==> src/mskPkg.sv <==
`default_nettype none

package mskPkg;

	//////////////////////////////////////////////////
	// Word and sample widths
	//////////////////////////////////////////////////

	// FIFO word width in bits
	localparam int NIBBLE_W = 4;

	// Signed I and Q sample width
	localparam int SAMPLE_W = 4;

	//////////////////////////////////////////////////
	// Constellation
	//////////////////////////////////////////////////

	// Magnitude on each axis
	// Negated for quadrants left of or below the origin
	localparam logic signed [SAMPLE_W-1:0] AMPLITUDE = SAMPLE_W'(5);

	// Modulator FSM states
	typedef enum logic {
		MOD_IDLE,
		MOD_SEND
	} modState_t;

endpackage

`default_nettype wire

==> src/inFifo.sv <==
`timescale 1ns/1ps
`default_nettype none

module inFifo #(
	parameter int FIFO_DEPTH = 8
) (
	input wire								inClock,
	input wire								i_rstN,
	// Nibble write side
	input wire								i_wrEn,
	input wire [mskPkg::NIBBLE_W-1:0]		i_wrData,
	output logic							o_full,
	// Serial read side
	input wire								i_readEn,
	output logic							o_bit,
	output logic							o_empty
);

	localparam int ADDR_W = $clog2(FIFO_DEPTH);
	localparam int CNT_W = ADDR_W + 1;

	// Circular nibble buffer
	logic [mskPkg::NIBBLE_W-1:0] mem [FIFO_DEPTH];
	logic [ADDR_W-1:0] wrPtr;
	logic [ADDR_W-1:0] rdPtr;
	// Nibbles not yet fully sent
	logic [CNT_W-1:0] count;
	// Bit position inside head nibble
	logic [1:0] bitIdx;
	logic wrDo;
	logic rdDo;
	logic popDo;

	// Write dropped when full, read ignored when empty
	assign wrDo = i_wrEn && !o_full;
	assign rdDo = i_readEn && !o_empty;
	// Head nibble retires on its last bit
	assign popDo = rdDo && (bitIdx == 2'(mskPkg::NIBBLE_W - 1));

	assign o_full = (count == CNT_W'(FIFO_DEPTH));
	assign o_empty = (count == '0);
	// Current head bit, MSB first
	assign o_bit = mem[rdPtr][2'(mskPkg::NIBBLE_W - 1) - bitIdx];

	// Storage write
	always_ff @(posedge inClock) begin
		if (wrDo)
			mem[wrPtr] <= i_wrData;
	end

	//////////////////////////////////////////////////
	// Pointers and occupancy
	//////////////////////////////////////////////////
	always_ff @(posedge inClock or negedge i_rstN) begin
		if (!i_rstN) begin
			wrPtr <= '0;
			rdPtr <= '0;
			count <= '0;
			bitIdx <= 2'd0;
		end else begin
			if (wrDo)
				wrPtr <= wrPtr + 1'b1;
			// Step through head bits, wrap on pop
			if (rdDo)
				bitIdx <= bitIdx + 1'b1;
			if (popDo)
				rdPtr <= rdPtr + 1'b1;
			case ({wrDo, popDo})
				2'b10:   count <= count + 1'b1;
				2'b01:   count <= count - 1'b1;
				default: count <= count;
			endcase
		end
	end

endmodule

`default_nettype wire

==> src/mskModulator.sv <==
`timescale 1ns/1ps
`default_nettype none

module mskModulator #(
	parameter int SYMBOL_SAMPLES = 4
) (
	input wire										inClock,
	input wire										i_rstN,
	// Bit source
	input wire										i_bit,
	input wire										i_empty,
	output logic									o_readEn,
	// Baseband samples
	output logic signed [mskPkg::SAMPLE_W-1:0]		o_sinI,
	output logic signed [mskPkg::SAMPLE_W-1:0]		o_sinQ,
	output logic									o_sampleValid
);

	localparam int CNT_W = $clog2(SYMBOL_SAMPLES);

	mskPkg::modState_t state;
	// Sample index within the symbol
	logic [CNT_W-1:0] sampleCnt;
	// Carrier phase as quadrant
	logic [1:0] quadrant;
	logic lastSample;
	logic iNeg;
	logic qNeg;

	assign lastSample = (sampleCnt == CNT_W'(SYMBOL_SAMPLES - 1));

	// Pop on start or at symbol end for back to back symbols
	assign o_readEn = !i_empty && ((state == mskPkg::MOD_IDLE) || lastSample);
	assign o_sampleValid = (state == mskPkg::MOD_SEND);

	//////////////////////////////////////////////////
	// Quadrant to I/Q point
	//////////////////////////////////////////////////
	// I negative in quadrants 1 and 2
	assign iNeg = quadrant[1] ^ quadrant[0];
	// Q negative in quadrants 2 and 3
	assign qNeg = quadrant[1];
	assign o_sinI = iNeg ? -mskPkg::AMPLITUDE : mskPkg::AMPLITUDE;
	assign o_sinQ = qNeg ? -mskPkg::AMPLITUDE : mskPkg::AMPLITUDE;

	//////////////////////////////////////////////////
	// Symbol FSM
	//////////////////////////////////////////////////
	always_ff @(posedge inClock or negedge i_rstN) begin
		if (!i_rstN) begin
			state <= mskPkg::MOD_IDLE;
			sampleCnt <= '0;
			quadrant <= 2'd0;
		end else begin
			// Bit 1 turns counterclockwise, bit 0 clockwise
			if (o_readEn)
				quadrant <= i_bit ? quadrant + 2'd1 : quadrant - 2'd1;
			case (state)
				mskPkg::MOD_IDLE: begin
					sampleCnt <= '0;
					if (!i_empty)
						state <= mskPkg::MOD_SEND;
				end
				mskPkg::MOD_SEND: begin
					if (lastSample) begin
						sampleCnt <= '0;
						// Nothing queued so wait
						if (i_empty)
							state <= mskPkg::MOD_IDLE;
					end else begin
						sampleCnt <= sampleCnt + 1'b1;
					end
				end
				default: state <= mskPkg::MOD_IDLE;
			endcase
		end
	end

endmodule

`default_nettype wire

==> src/phaseDirection.sv <==
`timescale 1ns/1ps
`default_nettype none

module phaseDirection (
	input wire										inClock,
	input wire										i_rstN,
	// Received samples
	input wire										i_sampleValid,
	input wire signed [mskPkg::SAMPLE_W-1:0]		i_sinI,
	input wire signed [mskPkg::SAMPLE_W-1:0]		i_sinQ,
	// Recovered bits
	output logic									o_bit,
	output logic									o_bitValid
);

	// Quadrant of incoming sample
	logic [1:0] sampleQuad;
	// Quadrant of previous strobe
	logic [1:0] refQuad;
	// Signed step modulo 4
	logic [1:0] quadStep;
	logic stepUp;
	logic stepDown;

	// Sign bits give the quadrant, zero counts positive
	assign sampleQuad = {i_sinQ[mskPkg::SAMPLE_W-1],
		i_sinQ[mskPkg::SAMPLE_W-1] ^ i_sinI[mskPkg::SAMPLE_W-1]};

	assign quadStep = sampleQuad - refQuad;
	// One step up is bit 1
	assign stepUp = (quadStep == 2'd1);
	// One step down is bit 0
	assign stepDown = (quadStep == 2'd3);

	//////////////////////////////////////////////////
	// Reference tracking and bit strobe
	//////////////////////////////////////////////////
	always_ff @(posedge inClock or negedge i_rstN) begin
		if (!i_rstN) begin
			refQuad <= 2'd0;
			o_bitValid <= 1'b0;
		end else begin
			// Jumps of two still move the reference
			if (i_sampleValid)
				refQuad <= sampleQuad;
			o_bitValid <= i_sampleValid && (stepUp || stepDown);
		end
	end

	// Bit value beside the strobe
	always_ff @(posedge inClock) begin
		if (i_sampleValid)
			o_bit <= stepUp;
	end

endmodule

`default_nettype wire

==> src/outFifo.sv <==
`timescale 1ns/1ps
`default_nettype none

module outFifo #(
	parameter int FIFO_DEPTH = 8
) (
	input wire								inClock,
	input wire								i_rstN,
	// Serial bit input
	input wire								i_bit,
	input wire								i_bitValid,
	// Fall-through read side
	input wire								i_rdEn,
	output logic [mskPkg::NIBBLE_W-1:0]		o_rdData,
	output logic							o_empty
);

	localparam int ADDR_W = $clog2(FIFO_DEPTH);
	localparam int CNT_W = ADDR_W + 1;

	// Bit assembly
	logic [mskPkg::NIBBLE_W-1:0] shiftReg;
	logic [1:0] bitCnt;
	logic [mskPkg::NIBBLE_W-1:0] pushWord;
	// Nibble buffer
	logic [mskPkg::NIBBLE_W-1:0] mem [FIFO_DEPTH];
	logic [ADDR_W-1:0] wrPtr;
	logic [ADDR_W-1:0] rdPtr;
	logic [CNT_W-1:0] count;
	logic full;
	logic pushDo;
	logic popDo;

	// Completed nibble including current bit
	assign pushWord = {shiftReg[mskPkg::NIBBLE_W-2:0], i_bit};
	assign full = (count == CNT_W'(FIFO_DEPTH));
	// Fourth bit pushes unless full
	assign pushDo = i_bitValid && (bitCnt == 2'(mskPkg::NIBBLE_W - 1)) && !full;
	assign popDo = i_rdEn && !o_empty;

	assign o_empty = (count == '0);
	// Head nibble shown directly
	assign o_rdData = mem[rdPtr];

	//////////////////////////////////////////////////
	// Shift register and storage
	//////////////////////////////////////////////////
	always_ff @(posedge inClock) begin
		if (i_bitValid)
			shiftReg <= pushWord;
		if (pushDo)
			mem[wrPtr] <= pushWord;
	end

	// Control state
	always_ff @(posedge inClock or negedge i_rstN) begin
		if (!i_rstN) begin
			bitCnt <= 2'd0;
			wrPtr <= '0;
			rdPtr <= '0;
			count <= '0;
		end else begin
			if (i_bitValid)
				bitCnt <= bitCnt + 1'b1;
			if (pushDo)
				wrPtr <= wrPtr + 1'b1;
			if (popDo)
				rdPtr <= rdPtr + 1'b1;
			case ({pushDo, popDo})
				2'b10:   count <= count + 1'b1;
				2'b01:   count <= count - 1'b1;
				default: count <= count;
			endcase
		end
	end

endmodule

`default_nettype wire

==> src/mskModemTop.sv <==
`timescale 1ns/1ps
`default_nettype none

module mskModemTop #(
	parameter int SYMBOL_SAMPLES = 4,
	parameter int FIFO_DEPTH = 8
) (
	input wire										inClock,
	input wire										i_rstN,
	// Transmit nibbles
	input wire										i_wrEn,
	input wire [mskPkg::NIBBLE_W-1:0]				i_wrData,
	output logic									o_full,
	// Receiver source select and ADC port
	input wire										i_loopback,
	input wire										i_adcEoc,
	input wire signed [mskPkg::SAMPLE_W-1:0]		i_adcI,
	input wire signed [mskPkg::SAMPLE_W-1:0]		i_adcQ,
	// Transmit samples
	output logic signed [mskPkg::SAMPLE_W-1:0]		o_txI,
	output logic signed [mskPkg::SAMPLE_W-1:0]		o_txQ,
	output logic									o_txValid,
	// Received nibbles
	input wire										i_rdEn,
	output logic [mskPkg::NIBBLE_W-1:0]				o_rdData,
	output logic									o_empty
);

	//////////////////////////////////////////////////
	// Internal nets
	//////////////////////////////////////////////////
	logic txBit;
	logic txEmpty;
	logic txReadEn;
	logic signed [mskPkg::SAMPLE_W-1:0] rxI;
	logic signed [mskPkg::SAMPLE_W-1:0] rxQ;
	logic rxStrobe;
	logic rxBit;
	logic rxBitValid;

	// Input FIFO, serial out
	inFifo #(
		.FIFO_DEPTH		(FIFO_DEPTH		)
	) u_inFifo (
		.inClock		(inClock		),
		.i_rstN			(i_rstN			),
		.i_wrEn			(i_wrEn			),
		.i_wrData		(i_wrData		),
		.o_full			(o_full			),
		.i_readEn		(txReadEn		),
		.o_bit			(txBit			),
		.o_empty		(txEmpty		)
	);

	// Coder
	mskModulator #(
		.SYMBOL_SAMPLES	(SYMBOL_SAMPLES	)
	) u_coder (
		.inClock		(inClock		),
		.i_rstN			(i_rstN			),
		.i_bit			(txBit			),
		.i_empty		(txEmpty		),
		.o_readEn		(txReadEn		),
		.o_sinI			(o_txI			),
		.o_sinQ			(o_txQ			),
		.o_sampleValid	(o_txValid		)
	);

	// Loopback mux in front of the receiver
	assign rxI = i_loopback ? o_txI : i_adcI;
	assign rxQ = i_loopback ? o_txQ : i_adcQ;
	assign rxStrobe = i_loopback ? o_txValid : i_adcEoc;

	// Phase direction detector
	phaseDirection u_phaseDir (
		.inClock		(inClock		),
		.i_rstN			(i_rstN			),
		.i_sampleValid	(rxStrobe		),
		.i_sinI			(rxI			),
		.i_sinQ			(rxQ			),
		.o_bit			(rxBit			),
		.o_bitValid		(rxBitValid		)
	);

	// Output FIFO, nibble out
	outFifo #(
		.FIFO_DEPTH		(FIFO_DEPTH		)
	) u_outFifo (
		.inClock		(inClock		),
		.i_rstN			(i_rstN			),
		.i_bit			(rxBit			),
		.i_bitValid		(rxBitValid		),
		.i_rdEn			(i_rdEn			),
		.o_rdData		(o_rdData		),
		.o_empty		(o_empty		)
	);

endmodule

`default_nettype wire

==> config.mk <==
export PLATFORM = sky130hd
export DESIGN_NAME = mskModemTop
export DESIGN_NICKNAME = d
export VERILOG_FILES = /design/src/mskPkg.sv /design/src/inFifo.sv /design/src/mskModulator.sv /design/src/phaseDirection.sv /design/src/outFifo.sv /design/src/mskModemTop.sv
export SDC_FILE = /design/constraint.sdc
export NUM_CORES = 1
export LEC_CHECK = 0
export ABC_AREA = 1
export BUFFER_PORTS_ARGS = -buffer_cell sky130_fd_sc_hd__buf_2
export CAP_MARGIN = 30
export CORE_AREA = 10 10 101 103
export DETAILED_ROUTE_END_ITERATION = 8
export DIE_AREA = 0 0 111 113
export GPL_TIMING_DRIVEN = 0
export HOLD_SLACK_MARGIN = 0.06
export PLACE_DENSITY = 0.78
export SYNTH_ARGS = -nofsm -noshare
export SYNTH_HDL_FRONTEND = slang
export SYNTH_HIERARCHICAL = 1
export SYNTH_SLANG_ARGS = --single-unit
==> constraint.sdc <==
create_clock -name inClock -period 2.6 [get_ports inClock]
set_clock_uncertainty 0.05 [all_clocks]
set_input_delay 0 -clock inClock [delete_from_list [all_inputs] [get_ports inClock]]
set_output_delay 0 -clock inClock [all_outputs]
set_load 0.01 [all_outputs]
==> Flow_metrics.wiki <==
{| class="wikitable"
! Metric !! Value
|-
| Hold WC Path Type || in2reg
|-
| Wire length of the first global-routing pass || 14.9 mm
|-
| Required time at the worst-slack endpoint || 2.80 ns
|-
| Clock latency reported for the late side of the worst-skew pair || 0.36 ns
|-
| Run status || finished clean
|-
| Fmax || 0.400 GHz
|-
| Clock-pin slew on the worst setup and hold paths || 0.10 ns
|-
| Number of global-route vias before repair || 3288
|-
| Fin cells || 652
|-
| Number of vias per cell after detailed routing || 5.04
|-
| Antenna diode count || 0
|-
| Routed len/inst || 13.3 µm
|-
| Vias after detailed routing || 3288
|-
| Category of the worst setup path launch point || flip-flop
|-
| Vertical extent of the die || 113 µm
|-
| # placed instances || 619
|-
| Number of buffer and inverter instances along the worst setup path || 4
|-
| Area post-placement || 5030 µm²
|-
| Number of CTS-inserted buffers || 9
|-
| Critical path type || reg2reg
|-
| Power Total || 5.96 mW
|-
| Static Leakage || 2.47 nW
|-
| Number of nets in the layout || 576
|-
| Final ANT Viol Nets || 0
|-
| Cell at the root of the clock tree || sky130_fd_sc_hd__clkbuf_8
|-
| Iteration-0 DRC Markers || 158
|-
| Net switching fraction of the power || 40.1%
|-
| PortBufs || 23
|-
| Final standard cell utilization of the core || 66.6%
|-
| Number of setup violations in the final report || 0
|-
| HPWL Detailed || 6.11 mm
|-
| Max VDD drop || 0.000612 V
|-
| Crit-path slowest cell || sky130_fd_sc_hd__dfrtp_1
|-
| CP Max Fanout || 6
|-
| Synthesized area || 4780 µm²
|-
| Final Cycle Share || 96.2%
|-
| Initial antenna violation count || 0
|-
| Routed WL || 8.67 mm
|-
| DRC || 0
|-
| Layout-stage area growth over the synthesis result || 13.3%
|-
| Chip width || 111 µm
|-
| Area of the core || 8130 µm²
|-
| Final hold slack || 0.130 ns
|-
| Setup crit end kind || flip-flop
|-
| Fraction of final layout cells sized beyond drive strength 1 || 16.1%
|-
| Number of placed I/O pins || 33
|-
| Syn avg cell area || 9.75 µm²
|-
| Largest net degree at the start of global routing || 33
|-
| Global-route congestion overflow total || 0
|-
| Sw power || 2.39 mW
|-
| CP Data Arrival Time || 2.70 ns
|-
| Transition time at the pin with the least slew margin || 0.733 ns
|-
| Total internal power || 3.57 mW
|-
| Part of the total power dissipated in the clock network || 15.3%
|-
| Longest individual stage delay on the worst path || 0.40 ns
|-
| Final TNS setup || 0 ns
|-
| H-tree depth reported by CTS || 3
|-
| Share of total power in combinational logic || 43.5%
|-
| Initial core utilization || 58.7%
|-
| Fraction of power consumed by sequential logic || 41.2%
|-
| Clock sink count || 100
|-
| Worst Setup Slack post-DPL || -0.0898 ns
|-
| Crit-path most repeated cell || sky130_fd_sc_hd__nand2_1
|-
| Total global routing track utilization || 14.2%
|-
| Number of instances in the synthesized netlist || 490
|-
| Shortest period the worst path allows || 2.50 ns
|-
| Area of all placed cells without fillers || 5420 µm²
|-
| Die area || 12500 µm²
|-
| Normalized max-slew margin || 51.2%
|-
| Max-slew violation total from the final report || 0
|-
| Series of cell instances along the critical path || nor2_2, nand3_2, inv_1, inv_1, nand2_2, clkinv_2, nand3_2, inv_2, ha_4, ha_1, a21oi_1, nand2_1, a21oi_2, o21ai_0, nand2_1, nand2_1
|-
| Final hold violation count || 0
|-
| Yosys warning total || 6
|-
| TritonCTS clock tree || yes
|-
| P per Cell Area || 1100 nW/µm²
|-
| Deepest clock path buffer count || 2
|-
| Weighted congestion reported at the end of routability-driven placement || 0.848
|-
| First-pass iteration count of the detailed router || 5
|-
| Final-layout fill cell count || 629
|-
| Largest delay share family, worst path || simple AND/OR/NAND/NOR gates
|-
| Post-layout worst setup margin || 0.0998 ns
|-
| Cell Rows || 33
|-
| Max Cap Violations || 0
|}
[registers in the layout, indices dropped and copies added, names as in the netlist]
name / flops
u_outFifo/shiftReg: 3
u_outFifo/wrPtr: 3
u_coder/o_sampleValid: 1
u_coder/quadrant: 2
u_inFifo/rdPtr: 3
u_coder/sampleCnt: 2
u_phaseDir/refQuad: 2
u_outFifo/rdPtr: 3
u_inFifo/bitIdx: 2
u_phaseDir/o_bitValid: 1
u_phaseDir/o_bit: 1
u_outFifo/bitCnt: 2
u_outFifo/count: 4
u_outFifo/mem: 32
u_inFifo/mem: 32
u_inFifo/count: 4
u_inFifo/wrPtr: 3
[layout make-up]
class                   count  area (µm²)  share of cell area [%]
clock inverters             7        60.1                    1.11
plain buffers              18         165                    3.05
flip-flops and latches    100        2840                    52.5
inverters                  59         231                    4.27
well taps                 105         131                    2.43
repair buffers             40         280                    5.18
clock buffers               9         124                    2.29
multi-input cells         314        1580                    29.2
[worst register-to-register path, stage by stage, from the launching register on]
cell and delay [ns]:
sky130_fd_sc_hd__dfrtp_1 0.40, sky130_fd_sc_hd__nor2_2 0.15, sky130_fd_sc_hd__nand3_2 0.11, sky130_fd_sc_hd__inv_1 0.09
sky130_fd_sc_hd__inv_1 0.05, sky130_fd_sc_hd__nand2_2 0.10, sky130_fd_sc_hd__clkinv_2 0.09, sky130_fd_sc_hd__nand3_2 0.10
sky130_fd_sc_hd__inv_2 0.07, sky130_fd_sc_hd__ha_4 0.18, sky130_fd_sc_hd__ha_1 0.32, sky130_fd_sc_hd__a21oi_1 0.16
sky130_fd_sc_hd__nand2_1 0.13, sky130_fd_sc_hd__a21oi_2 0.18, sky130_fd_sc_hd__o21ai_0 0.11, sky130_fd_sc_hd__nand2_1 0.07
sky130_fd_sc_hd__nand2_1 0.04
[timing repair]
item | in CTS | in global routing
hold endpoints to repair | 74 | 0
gates resized for setup | 2 | 7
hold buffers | 15 | 0
endpoints found under the setup margin | 1 | 2
pin swaps | 0 | 2
buffers inserted | 1 | 1
[power by group through the flow]
stage | sequential [mW] | combinational, mW | clock, mW
6_report | 2.46 | 2.60 | 0.910
5_1_grt | 2.51 | 2.99 | 1.01
4_1_cts | 2.46 | 2.56 | 0.932
3_5_place_dp | 2.50 | 2.50 | 0
3_3_place_gp | 2.47 | 2.39 | 0
2_1_floorplan | 2.40 | 1.92 | 0
[layout by cell type (no fill, tap or decap), drive strengths merged]
cell type and instances:
a21oi 3, a31oi 1, buf 43, clkbuf 9, clkinv 6, clkinvlp 1, conb 2, dfrtp 32
dlygate4sd3 15, edfxtp 68, fa 2, ha 14, inv 59, mux2 1, nand2 172, nand3 37
nor2 47, nor3 8, o211ai 1, o21ai 10, or2 2, xnor2 5, xor2 9
[per-layer routing]
metal / vias to the layer above / wire [µm] / global-route usage (%)
met5: - / 0 / 0
met2: 79 / 4720 / 26.5
li1: 1657 / - / -
met4: 0 / 167 / 4.25
met3: 18 / 418 / 3.54
met1: 1534 / 3360 / 15.5
[final timing paths]
kind | depth (start not counted) | startpoint | slack (ns) | to
max | 16 | u_inFifo/count[1]$_DFFE_PN0P_ | 0.1 | u_inFifo/count[3]$_DFFE_PN0P_
min | 5 | i_loopback | 0.13 | u_phaseDir/refQuad[0]$_DFFE_PN0P_
max reg2reg | 16 | u_inFifo/count[1]$_DFFE_PN0P_ | 0.1 | u_inFifo/count[3]$_DFFE_PN0P_
min reg2reg | 1 | u_coder/sampleCnt[0]$_DFF_PN0_ | 0.39 | u_coder/sampleCnt[0]$_DFF_PN0_
max in group asynchronous | 2 | i_rstN | 1.82 | u_coder/quadrant[1]$_DFFE_PN0P_
min in group asynchronous | 2 | i_rstN | 0.18 | u_inFifo/count[0]$_DFFE_PN0P_
(Power assumes the default switching activity.)
